==> src/rtl/rob_pkg.sv <==
// ==========================================================
// Shared constants of the instruction window
// Entry count, index and tag widths, step encoding
// Circular age comparison of sequence tags
// ==========================================================

package rob_pkg;

	// Window geometry
	localparam int REB_ENTRIES = 6;
	localparam int IDX_W       = 3;

	// Index value that stands for no entry at all
	localparam logic [IDX_W-1:0] NO_ENTRY = 3'd7;

	// Sequence tags wrap modulo 64 and at most six are live
	localparam int TAG_W = 6;

	// ========================================================
	// Pipeline step of an entry
	// ========================================================
	localparam int STEP_W = 3;

	localparam logic [STEP_W-1:0] STEP_FETCHED = 3'd0;
	localparam logic [STEP_W-1:0] STEP_DECOMP  = 3'd1;
	localparam logic [STEP_W-1:0] STEP_DECODED = 3'd2;
	localparam logic [STEP_W-1:0] STEP_ISSUED  = 3'd3;
	localparam logic [STEP_W-1:0] STEP_DONE    = 3'd4;

	// True when tag a was handed out before tag b
	// The live span stays far below half the tag space, so the sign
	// of the wrapped difference gives the order
	function automatic logic seq_older(
		input logic [TAG_W-1:0] a,
		input logic [TAG_W-1:0] b
	);
		logic [TAG_W-1:0] diff;
		diff = a - b;
		return diff[TAG_W-1];
	endfunction

endpackage

==> src/rtl/rob_alloc.sv <==
// ==========================================================
// Entry allocator of the instruction window
// Finds the two lowest free entries, drives the ready flags
// and keeps the running sequence tag counter
// ==========================================================

`timescale 1ns/100ps

module rob_alloc (
	input  logic                            clk,
	input  logic                            arst_n,
	input  logic [rob_pkg::REB_ENTRIES-1:0] valid_bits,
	input  logic                            in_valid0,
	input  logic                            in_valid1,
	output logic [rob_pkg::REB_ENTRIES-1:0] alloc,
	output logic [rob_pkg::REB_ENTRIES-1:0] alloc_slot,
	output logic                            in_ready0,
	output logic                            in_ready1,
	output logic [rob_pkg::TAG_W-1:0]       out_tag0,
	output logic [rob_pkg::TAG_W-1:0]       out_tag1
);
	import rob_pkg::*;

	logic [IDX_W-1:0] first_free;
	logic [IDX_W-1:0] second_free;
	logic             take0;
	logic             take1;
	logic [TAG_W-1:0] next_tag;

	// Scan upward for the first two empty entries
	// Either index stays at NO_ENTRY when the window has no room for it
	always_comb begin
		first_free  = NO_ENTRY;
		second_free = NO_ENTRY;
		for (int i = 0; i < REB_ENTRIES; i++) begin
			if (!valid_bits[i]) begin
				if (first_free == NO_ENTRY)
					first_free = IDX_W'(i);
				else if (second_free == NO_ENTRY)
					second_free = IDX_W'(i);
			end
		end
	end

	assign in_ready0 = (first_free != NO_ENTRY);
	assign in_ready1 = (second_free != NO_ENTRY);

	// Slot 1 only goes in alongside slot 0
	assign take0 = in_valid0 && in_ready0;
	assign take1 = take0 && in_valid1 && in_ready1;

	// Slot 0 lands in the lower free entry, slot 1 in the next one up
	always_comb begin
		for (int i = 0; i < REB_ENTRIES; i++) begin
			alloc[i]      = (take0 && first_free == IDX_W'(i)) ||
			                (take1 && second_free == IDX_W'(i));
			alloc_slot[i] = take1 && second_free == IDX_W'(i);
		end
	end

	// ========================================================
	// Sequence tag counter
	// ========================================================

	// A flush leaves the counter alone, so flushed tags are never reused early
	always_ff @(posedge clk or negedge arst_n) begin
		if (!arst_n)
			next_tag <= '0;
		else
			next_tag <= next_tag + TAG_W'(take0) + TAG_W'(take1);
	end

	assign out_tag0 = next_tag;
	assign out_tag1 = next_tag + TAG_W'(1);

endmodule

==> src/rtl/rob_entry.sv <==
// ==========================================================
// One reorder-buffer entry
// Holds the class flags, sequence tag and pipeline step
// and steps forward on the scheduler's grant strobes
// ==========================================================

`timescale 1ns/100ps

module rob_entry (
	input  logic                       clk,
	input  logic                       arst_n,
	input  logic                       alloc,
	input  logic [rob_pkg::TAG_W-1:0]  alloc_tag,
	input  logic                       alloc_mem,
	input  logic                       alloc_flowchg,
	input  logic                       grant_decomp,
	input  logic                       grant_decode,
	input  logic                       grant_issue,
	input  logic                       mem_complete,
	input  logic                       retire,
	input  logic                       flush,
	input  logic [rob_pkg::TAG_W-1:0]  flush_tag,
	output logic                       valid,
	output logic [rob_pkg::STEP_W-1:0] step,
	output logic                       is_mem,
	output logic                       is_flowchg,
	output logic [rob_pkg::TAG_W-1:0]  tag
);
	import rob_pkg::*;

	logic kill;

	// A flush drops this entry when it came after the flush point
	assign kill = flush && valid && seq_older(flush_tag, tag);

	// ========================================================
	// Valid bit and step
	// ========================================================

	// Allocation only ever hits a free entry and grants only a live one,
	// so the two never meet on the same edge
	always_ff @(posedge clk or negedge arst_n) begin
		if (!arst_n) begin
			valid <= 1'b0;
			step  <= STEP_FETCHED;
		end else if (alloc) begin
			valid <= 1'b1;
			step  <= STEP_FETCHED;
		end else if (retire || kill) begin
			valid <= 1'b0;
		end else if (grant_decomp) begin
			step <= STEP_DECOMP;
		end else if (grant_decode) begin
			step <= STEP_DECODED;
		end else if (grant_issue) begin
			// Non-memory work finishes as it issues
			step <= is_mem ? STEP_ISSUED : STEP_DONE;
		end else if (mem_complete) begin
			step <= STEP_DONE;
		end
	end

	// Instruction payload, captured once when the entry is filled
	always_ff @(posedge clk) begin
		if (alloc) begin
			tag        <= alloc_tag;
			is_mem     <= alloc_mem;
			is_flowchg <= alloc_flowchg;
		end
	end

endmodule

==> src/rtl/rob_sched.sv <==
// ==========================================================
// Step scheduler of the instruction window
// Grants decompress, decode and issue to one entry each
// Retires up to two finished entries in tag order
// ==========================================================

`timescale 1ns/100ps

module rob_sched (
	input  logic [rob_pkg::REB_ENTRIES-1:0]                      valid,
	input  logic [rob_pkg::REB_ENTRIES-1:0][rob_pkg::STEP_W-1:0] step,
	input  logic [rob_pkg::REB_ENTRIES-1:0]                      is_mem,
	input  logic [rob_pkg::REB_ENTRIES-1:0]                      is_flowchg,
	input  logic [rob_pkg::REB_ENTRIES-1:0][rob_pkg::TAG_W-1:0]  tag,
	input  logic                                                 mem_done,
	output logic [rob_pkg::REB_ENTRIES-1:0]                      grant_decomp,
	output logic [rob_pkg::REB_ENTRIES-1:0]                      grant_decode,
	output logic [rob_pkg::REB_ENTRIES-1:0]                      grant_issue,
	output logic [rob_pkg::REB_ENTRIES-1:0]                      mem_complete,
	output logic [rob_pkg::REB_ENTRIES-1:0]                      retire,
	output logic                                                 issue_valid,
	output logic [rob_pkg::TAG_W-1:0]                            issue_tag,
	output logic                                                 issue_mem,
	output logic                                                 retire_valid0,
	output logic                                                 retire_valid1,
	output logic [rob_pkg::TAG_W-1:0]                            retire_tag0,
	output logic [rob_pkg::TAG_W-1:0]                            retire_tag1
);
	import rob_pkg::*;

	typedef logic [REB_ENTRIES-1:0] vec_t;
	typedef logic [REB_ENTRIES-1:0][TAG_W-1:0] tags_t;

	// Lowest set bit of a mask, as a one-hot vector
	function automatic vec_t lowest_oh(input vec_t mask);
		vec_t oh;
		oh = '0;
		for (int i = REB_ENTRIES - 1; i >= 0; i--)
			if (mask[i])
				oh = vec_t'(1) << i;
		return oh;
	endfunction

	// Entry in the mask holding the oldest tag, as a one-hot vector
	function automatic vec_t oldest_oh(input vec_t mask, input tags_t tags);
		vec_t             oh;
		logic [TAG_W-1:0] best;
		logic             found;
		oh    = '0;
		best  = '0;
		found = 1'b0;
		for (int i = 0; i < REB_ENTRIES; i++) begin
			if (mask[i] && (!found || seq_older(tags[i], best))) begin
				oh    = vec_t'(1) << i;
				best  = tags[i];
				found = 1'b1;
			end
		end
		return oh;
	endfunction

	// Tag of the entry chosen by a one-hot vector, zero when none is
	function automatic logic [TAG_W-1:0] pick_tag(input vec_t oh, input tags_t tags);
		logic [TAG_W-1:0] t;
		t = '0;
		for (int i = 0; i < REB_ENTRIES; i++)
			if (oh[i])
				t = t | tags[i];
		return t;
	endfunction

	vec_t fetched_v;
	vec_t decomp_v;
	vec_t decoded_v;
	vec_t issued_v;
	vec_t done_v;
	vec_t fc_block;
	vec_t mem_block;
	vec_t issue_ok;
	vec_t head0;
	vec_t head1;
	logic mem_busy;

	// Per-entry step flags, always qualified by the valid bit
	always_comb begin
		for (int i = 0; i < REB_ENTRIES; i++) begin
			fetched_v[i] = valid[i] && step[i] == STEP_FETCHED;
			decomp_v[i]  = valid[i] && step[i] == STEP_DECOMP;
			decoded_v[i] = valid[i] && step[i] == STEP_DECODED;
			issued_v[i]  = valid[i] && step[i] == STEP_ISSUED;
			done_v[i]    = valid[i] && step[i] == STEP_DONE;
		end
	end

	// ========================================================
	// Decompress and decode, lowest index first
	// ========================================================
	assign grant_decomp = lowest_oh(fetched_v);
	assign grant_decode = lowest_oh(decomp_v);

	// ========================================================
	// Issue
	// ========================================================

	// Look for older flow changes and older memory operations still in flight
	always_comb begin
		fc_block  = '0;
		mem_block = '0;
		for (int k = 0; k < REB_ENTRIES; k++) begin
			for (int j = 0; j < REB_ENTRIES; j++) begin
				if (valid[j] && !done_v[j] && seq_older(tag[j], tag[k])) begin
					if (is_flowchg[j])
						fc_block[k] = 1'b1;
					if (is_mem[j])
						mem_block[k] = 1'b1;
				end
			end
		end
	end

	// Only one memory operation may be outstanding at a time
	assign mem_busy = |issued_v;

	// Memory ops wait on older flow changes and older memory ops
	// Flow changes wait on older flow changes, everything else goes
	assign issue_ok = decoded_v &
	                  ~((is_mem | is_flowchg) & fc_block) &
	                  ~(is_mem & (mem_block | {REB_ENTRIES{mem_busy}}));

	assign grant_issue = oldest_oh(issue_ok, tag);
	assign issue_valid = |grant_issue;
	assign issue_tag   = pick_tag(grant_issue, tag);
	assign issue_mem   = |(grant_issue & is_mem);

	// The external done pulse lands on the one issued memory entry
	assign mem_complete = mem_done ? issued_v : '0;

	// ========================================================
	// Retire, in tag order and at most two per cycle
	// ========================================================
	assign head0 = oldest_oh(valid, tag);
	assign head1 = oldest_oh(valid & ~head0, tag);

	// The second slot retires only behind a retiring head
	assign retire_valid0 = |(head0 & done_v);
	assign retire_valid1 = retire_valid0 && |(head1 & done_v);
	assign retire_tag0   = pick_tag(head0, tag);
	assign retire_tag1   = pick_tag(head1, tag);

	assign retire = (retire_valid0 ? head0 : '0) | (retire_valid1 ? head1 : '0);

endmodule

==> src/rtl/rob_window.sv <==
// ==========================================================
// Top level of the instruction window
// Allocator, six reorder-buffer entries and the scheduler
// ==========================================================

`timescale 1ns/100ps

module rob_window (
	input  logic                      clk,
	input  logic                      arst_n,
	input  logic                      in_valid0,
	input  logic                      in_valid1,
	input  logic                      in_mem0,
	input  logic                      in_mem1,
	input  logic                      in_flowchg0,
	input  logic                      in_flowchg1,
	output logic                      in_ready0,
	output logic                      in_ready1,
	output logic [rob_pkg::TAG_W-1:0] out_tag0,
	output logic [rob_pkg::TAG_W-1:0] out_tag1,
	input  logic                      mem_done,
	input  logic                      flush,
	input  logic [rob_pkg::TAG_W-1:0] flush_tag,
	output logic                      issue_valid,
	output logic [rob_pkg::TAG_W-1:0] issue_tag,
	output logic                      issue_mem,
	output logic                      retire_valid0,
	output logic                      retire_valid1,
	output logic [rob_pkg::TAG_W-1:0] retire_tag0,
	output logic [rob_pkg::TAG_W-1:0] retire_tag1
);
	import rob_pkg::*;

	logic [REB_ENTRIES-1:0]             alloc;
	logic [REB_ENTRIES-1:0]             alloc_slot;
	logic [REB_ENTRIES-1:0]             valid_bits;
	logic [REB_ENTRIES-1:0][STEP_W-1:0] step_v;
	logic [REB_ENTRIES-1:0]             mem_v;
	logic [REB_ENTRIES-1:0]             fc_v;
	logic [REB_ENTRIES-1:0][TAG_W-1:0]  tag_v;
	logic [REB_ENTRIES-1:0]             grant_decomp;
	logic [REB_ENTRIES-1:0]             grant_decode;
	logic [REB_ENTRIES-1:0]             grant_issue;
	logic [REB_ENTRIES-1:0]             mem_complete;
	logic [REB_ENTRIES-1:0]             retire;

	rob_alloc u_alloc (
		.clk        (clk),
		.arst_n     (arst_n),
		.valid_bits (valid_bits),
		.in_valid0  (in_valid0),
		.in_valid1  (in_valid1),
		.alloc      (alloc),
		.alloc_slot (alloc_slot),
		.in_ready0  (in_ready0),
		.in_ready1  (in_ready1),
		.out_tag0   (out_tag0),
		.out_tag1   (out_tag1)
	);

	// Each entry takes slot 0 or slot 1 data as the allocator selects
	for (genvar i = 0; i < REB_ENTRIES; i++) begin : g_entry
		rob_entry u_entry (
			.clk           (clk),
			.arst_n        (arst_n),
			.alloc         (alloc[i]),
			.alloc_tag     (alloc_slot[i] ? out_tag1 : out_tag0),
			.alloc_mem     (alloc_slot[i] ? in_mem1 : in_mem0),
			.alloc_flowchg (alloc_slot[i] ? in_flowchg1 : in_flowchg0),
			.grant_decomp  (grant_decomp[i]),
			.grant_decode  (grant_decode[i]),
			.grant_issue   (grant_issue[i]),
			.mem_complete  (mem_complete[i]),
			.retire        (retire[i]),
			.flush         (flush),
			.flush_tag     (flush_tag),
			.valid         (valid_bits[i]),
			.step          (step_v[i]),
			.is_mem        (mem_v[i]),
			.is_flowchg    (fc_v[i]),
			.tag           (tag_v[i])
		);
	end

	rob_sched u_sched (
		.valid         (valid_bits),
		.step          (step_v),
		.is_mem        (mem_v),
		.is_flowchg    (fc_v),
		.tag           (tag_v),
		.mem_done      (mem_done),
		.grant_decomp  (grant_decomp),
		.grant_decode  (grant_decode),
		.grant_issue   (grant_issue),
		.mem_complete  (mem_complete),
		.retire        (retire),
		.issue_valid   (issue_valid),
		.issue_tag     (issue_tag),
		.issue_mem     (issue_mem),
		.retire_valid0 (retire_valid0),
		.retire_valid1 (retire_valid1),
		.retire_tag0   (retire_tag0),
		.retire_tag1   (retire_tag1)
	);

endmodule

==> config.mk <==
export PLATFORM = sky130hd
export DESIGN_NAME = rob_window
export DESIGN_NICKNAME = d
export VERILOG_FILES = /design/src/rtl/rob_pkg.sv /design/src/rtl/rob_alloc.sv /design/src/rtl/rob_entry.sv /design/src/rtl/rob_sched.sv /design/src/rtl/rob_window.sv
export SDC_FILE = /design/constraint.sdc
export NUM_CORES = 1
export LEC_CHECK = 0
export BUFFER_PORTS_ARGS = -buffer_cell sky130_fd_sc_hd__buf_2
export CAP_MARGIN = 20
export CORE_MARGIN = 1.5
export CORE_UTILIZATION = 40
export CTS_BUF_LIST = sky130_fd_sc_hd__clkbuf_8
export CTS_CLUSTER_DIAMETER = 80
export DETAILED_ROUTE_END_ITERATION = 10
export PLACE_DENSITY = 0.61
export SYNTH_ARGS = -nofsm -noshare
export SYNTH_HDL_FRONTEND = slang
export SYNTH_SLANG_ARGS = --single-unit
==> constraint.sdc <==
create_clock -name clk -period 29.4 [get_ports clk]
set_clock_uncertainty 0.1 [all_clocks]
set_input_delay 5.88 -clock clk [delete_from_list [all_inputs] [get_ports clk]]
set_output_delay 5.88 -clock clk [all_outputs]
set_load 0.05 [all_outputs]
Word-level counts from Yosys, hierarchy flattened

Cells that the tools add are included.

Flip-flop bits (word level): 78
Input port bits: 16
Output and inout port bits: 36
Logic and storage cells: 677

$add $sub $neg: 60
Eq/ne operators: 51
Mux-type cells: 312
Bitwise gates (word level): 29
Reduce and logical (&&, ||, !) cells: 194

Operator list:

| cell                                                             | number |
|---|---|
| 6-bit 2-to-1 mux                                                 | 57 |
| 6-bit subtractor                                                 | 57 |
| 3-bit 2-to-1 mux                                                 | 70 |
| 1-bit 2-to-1 mux                                                 | 176 |
| 1-bit logical AND                                                | 115 |
| 6-bit bitwise OR                                                 | 18 |
| 3-bit == test (second input constant)                            | 19 |
| 6-bit bitwise AND                                                | 8 |
| 3-bit by 2-bit == test with 1-bit output (second input constant) | 16 |
| 5-bit nonzero test                                               | 6 |
| 6-bit OR reduction                                               | 5 |
| 1-bit logical OR                                                 | 27 |
| 3-bit by 1-bit == test with 1-bit output (second input constant) | 8 |
| 3-bit logical NOT                                                | 8 |
| 1-bit logical NOT                                                | 21 |
| 6-bit NOT                                                        | 3 |
| 5-bit 2-to-1 mux                                                 | 3 |
| 6-bit by 1-bit adder with 6-bit output                           | 2 |
| 4-bit 2-to-1 mux                                                 | 3 |
| 2-bit by 1-bit != test with 1-bit output (second input constant) | 6 |
| 2-bit AND reduction                                              | 6 |
| 2-bit nonzero test                                               | 6 |
| 6-bit by 1-bit adder with 6-bit output (second input constant)   | 1 |
| 2-bit 2-to-1 mux                                                 | 3 |
| 3-bit != test (second input constant)                            | 2 |

Longest topological paths before layout

Depth in word-level cells: 55
Depth in mapped cells: 112
Depth with buffers taken out: 99

Modules after synthesis

From an unflattened synthesis, not the netlist that was laid out.

Cell total of the unflattened synthesis: 1,631
Area, all modules: 13,504.2 sq um

Modules (own cells, without submodules):

| module     | times used | cells each | area each (sq um) | sequential area each (sq um) |
|---|---|---|---|---|
| rob_sched  | 1          | 1,197      | 8,534.4           | 0.0 |
| rob_entry  | 6          | 48         | 578.1             | 340.3 |
| rob_window | 1          | 54         | 788.3             | 0.0 |
| rob_alloc  | 1          | 92         | 713.2             | 150.1 |

Worst setup path before layout

No wires, ideal clock.

Kind: register to output
From: register g_entry[0].u_entry.valid
To: output retire_tag1[0] in the netlist's numbering
Data arrival time: 22.266 ns
Data required time: 23.420 ns
Path slack: 1.154 ns
Cell stages (with the launch flop): 110
Path buffers: 12
Cell sequence: dfrtp_1 clkbuf_1 buf_1 nand2_1 ha_1 a21o_1 a311o_1 mux2i_1 nor2_1 clkbuf_1 o21ai_0 inv_1 ha_1 a21o_1 a21o_1 a21oi_1 nor4b_1 a2111oi_2 [... 74 more ...] xnor2_1 a21oi_1 clkbuf_1 mux2_2 ha_1 a21o_1 a21o_1 a21oi_1 o311ai_0 a31oi_1 o41ai_1 o41ai_1 xor2_1 xnor2_1 nor2_1 nor4_2 a22oi_1 nand2_1

Cells in the longest elaborated chain, start to end: 55
Elaborated cells on any way between the ends: 85
Classes of those cells: add/sub (10); mux (38); bitwise (7); reduce/logical (30)

Ends and longest elaborated chain:

| what                                                  | line                           | text |
|---|---|---|
| start: declaration                                    | rob_entry.sv:23                | `output logic valid,` |
| start signal: assignment                              | rob_entry.sv:44                | `valid <= 1'b0;` |
| start signal: assignment                              | rob_entry.sv:47                | `valid <= 1'b1;` |
| start signal: assignment                              | rob_entry.sv:50                | `valid <= 1'b0;` |
| 6-bit 2-to-1 mux or 1-bit 2-to-1 mux (tied branches)  | rob_sched.sv:53                | `if (mask[i] && (!found \|\| seq_older(tags[i], best))) begin` |
| 6-bit subtractor or 1-bit logical NOT (tied branches) | rob_pkg.sv:38, rob_sched.sv:53 |  |
| 1-bit logical OR                                      | rob_sched.sv:53                |  |
| 1-bit logical AND                                     | rob_sched.sv:53                |  |
| 6-bit 2-to-1 mux or 1-bit 2-to-1 mux (tied branches)  | rob_sched.sv:53                |  |
| 6-bit subtractor or 1-bit logical NOT (tied branches) | rob_pkg.sv:38, rob_sched.sv:53 |  |
| 1-bit logical OR                                      | rob_sched.sv:53                |  |
| 1-bit logical AND                                     | rob_sched.sv:53                |  |
| [... 39 more ...]                                     | n/a                            |  |
| 6-bit bitwise OR                                      | rob_sched.sv:68                | `t = t \| tags[i];` |
| 6-bit 2-to-1 mux                                      | rob_sched.sv:67                | `if (oh[i])` |
| 6-bit bitwise OR                                      | rob_sched.sv:68                |  |
| 6-bit 2-to-1 mux                                      | rob_sched.sv:67                |  |
| 6-bit bitwise OR                                      | rob_sched.sv:68                |  |
| 6-bit 2-to-1 mux                                      | rob_sched.sv:67                |  |
| 6-bit bitwise OR                                      | rob_sched.sv:68                |  |
| 6-bit 2-to-1 mux (*)                                  | rob_sched.sv:67                |  |
| end: declaration                                      | rob_window.sv:30               | `output logic [rob_pkg::TAG_W-1:0] retire_tag1` |

Mark *: on every way between the ends. The rest lies on a longest branch, timed or not.

Worst setup path after layout

From: register g_entry[0].u_entry.valid
To: output retire_tag1[5] in the netlist's numbering

The elaborated chain is that of the path after synthesis.

==> impl_metrics.ini <==
[run_status]
run_status = complete, no violations

[routing]
vias = 14010
drc = 0
wl_um = 57230
wl_per_cell_um = 26.24
via_per_inst = 6.423
drt-pass1-iter-count = 7
drt_iter0_drc = 1523
ant_nets = 0

[global_routing]
grt-ovfl-total = 0
grt_pass1_vias = 13080
grt_usage_pct = 33.34
antenna_found_initial = 0
grt_first_pass_wirelength_um = 84320
grt_max_degree = 31

[synth]
synth_seq_area_share_pct = 16.49
synthCells = 1673
synth_common_cells = ha_1 (210), nand2_1 (204), nor2_1 (121), inv_1 (102)
synth_area_per_cell_um2 = 7.948
synth.area.top_cells = ha_1 (20%), edfxtp_1 (11%), nand2_1 (5.8%), dfrtp_1 (5.6%), a21o_1 (5.0%)
syn-num-nets = 1900
yosysWarnings = 0
synth_top_area_share_pct = 19.76
syn_area_um2 = 13300
yosysMostFrequentCell = ha_1
yosysUniqueCellTypes = 95
ys_async_sr_fraction_pct = 38.46
synth-edff-count = 48
ys_seq_elements = 78
synth_top_area_cell = ha_1
yosys_most_used_dff = edfxtp_1

[floorplan]
die_w_um = 185.3
rows = 66
core_region_area_um2 = 32620
dieArea_um2 = 34340
initial_core_util_pct = 40.76
num_io_pins = 52
dieHeight_um = 185.3

[critical_path]
worstPathArrival_ns = 22.09
cpMaxStageDelayCell = dfrtp_2
cp_common_cell = a21o_1
worstPathRequired_ns = 23.42
slowest_delay_ns = 0.51
crit_type = reg2out
r2r_slack_ns = 7.45
startpoint_type = register
cp-end-kind = primary output
critPathMaxFanout = 15

[clock_tree]
path_clk_slew_ns = 0.09
clock_sinks = 78
cts_hold_buf = 0
cts_tree = built
clock-root-buffer = clkbuf_8
clockBufferDepth = 2
clkLatencyLatePin_ns = 0.38
cts_max_level = 3
cts-buffers-inserted = 9

[worst_hold_path]
holdCritPathClass = reg2reg

[sta]
fin_crit_ns = 28.07
setup_viol = 0
slew_violations = 0
finalHoldViolations = 0
fin_setup_tns_ns = 0
worst_pin_slew_ns = 1.071
relSlewSlack_pct = 28.12
fin_crit_sh_pct = 95.46
fmax_ghz = 0.03563

[layout]
final_area_um2 = 14660
area_growth_pct = 10.28
nNetsFinal = 1960
final_util_pct = 44.95
drive_gt1_share_pct = 11.62
final_cells = 2181

[placement]
globalplace.congestion = 1.012
place_inst = 2160
port_buffers = 51
dpl.hpwl_um = 42780
dpl-instance-area_um2 = 14320

[run]
maxCapViolCount = 0
routing by layer:
metal	vias to the layer above	GRT usage [%]	wire length (um)
met4	0	17.37	3372
met2	798	51.18	24300
li1	6318	-	-
met1	6701	45.18	24150
met5	-	0	0
met3	191	4.738	5410
final cells by class:
type | count | area [um^2]
fillers | 3293 | 17960
multi-input cells | 1424 | 10580
flip-flops and latches | 78 | 2193
repair buffers | 115 | 735.7
well taps | 442 | 553.0
inverters | 105 | 394.1
clock buffers | 9 | 123.9
clock inverters | 7 | 77.57
diodes | 1 | 2.502
sequential cells by signal (all words and copies together), names as in the netlist:
| name | flops |
|---|---|
| g_entry.u_entry.tag | 36 |
| g_entry.u_entry.step | 18 |
| g_entry.u_entry.is_flowchg | 6 |
| g_entry.u_entry.is_mem | 6 |
| g_entry.u_entry.valid | 6 |
| u_alloc.out_tag0 | 6 |
timing repair:
| item | CTS | global route |
|---|---|---|
| setup endpoints to repair | 6 | 7 |
| cloned | 0 | 0 |
| hold endpoints to repair | 0 | 0 |
| pin swaps | 0 | 2 |
| buffers inserted | 0 | 4 |
| gates resized for setup | 3 | 20 |
per-stage QoR:
stage	setup slack, ns	hold slack [ns]
after floorplan	1.154	0.4012
after global placement	0.7708	0.4437
after detailed placement	0.2057	0.4485
after CTS	0.06444	0.4667
after global routing	-0.002128	0.5111
final	1.335	0.4662
cell usage in the layout (no fill, tap or decap), types with 12 or more instances in the layout:
cell / n
a22oi_1: 21
buf_2: 51
mux2i_1: 20
o211ai_1: 13
a221oi_1: 39
ha_1: 210
xor2_1: 43
dfrtp_1: 29
nand2b_1: 26
a21o_1: 88
buf_4: 64
nand2_1: 204
o21ai_0: 65
nand3_1: 38
edfxtp_1: 48
inv_1: 102
and2_1: 15
nor3_1: 32
or3_1: 15
o21a_1: 13
a21oi_1: 86
a31oi_1: 12
and4_1: 23
nand4_1: 18
xnor2_1: 69
nor2_1: 119
mux2_2: 22
cells by family (layout without fill, tap and decap cells):
logic type / count (synthesis) / after routing / synth area share [%]
and+or+nand+nor: 564 / 564 / 20.78
AOI/OAI and AO/OA: 490 / 490 / 26.76
adders and majority gates: 211 / 211 / 19.91
buffers and inverters: 171 / 236 / 4.865
xor gates and xnor gates: 116 / 116 / 7.754
DFF: 78 / 78 / 16.49
muxes: 43 / 43 / 3.444
other: 0 / 1 / 0
worst max-delay path: cells and delay by family (launching register included):
kind | cells | cell delay (ns)
AO/OA/AOI/OAI | 51 | 10.66
AND/OR/NAND/NOR | 20 | 3.39
adder cells (fa/ha/maj) | 10 | 2.85
buffers and inverters | 10 | 1.52
multiplexers | 4 | 1.42
XOR/XNOR | 7 | 1.37
flip-flops | 1 | 0.51
final timing paths:
check | from | endpoint | cells past startpoint
max | g_entry[0].u_entry.valid$_DFFE_PN0P_ | retire_tag1[5] | 102
min | g_entry[4].u_entry.step[1]$_DFFE_PN0P_ | g_entry[4].u_entry.step[1]$_DFFE_PN0P_ | 1
max reg2reg | g_entry[0].u_entry.valid$_DFFE_PN0P_ | g_entry[1].u_entry.step[1]$_DFFE_PN0P_ | 100
min reg2reg | g_entry[4].u_entry.step[1]$_DFFE_PN0P_ | g_entry[4].u_entry.step[1]$_DFFE_PN0P_ | 1
max in group asynchronous | arst_n | g_entry[0].u_entry.valid$_DFFE_PN0P_ | 1
min in group asynchronous | arst_n | g_entry[5].u_entry.step[0]$_DFFE_PN0P_ | 1
Power is not shown: default switching activity piles up to over one toggle a cycle in this logic, so the estimate is an artifact.
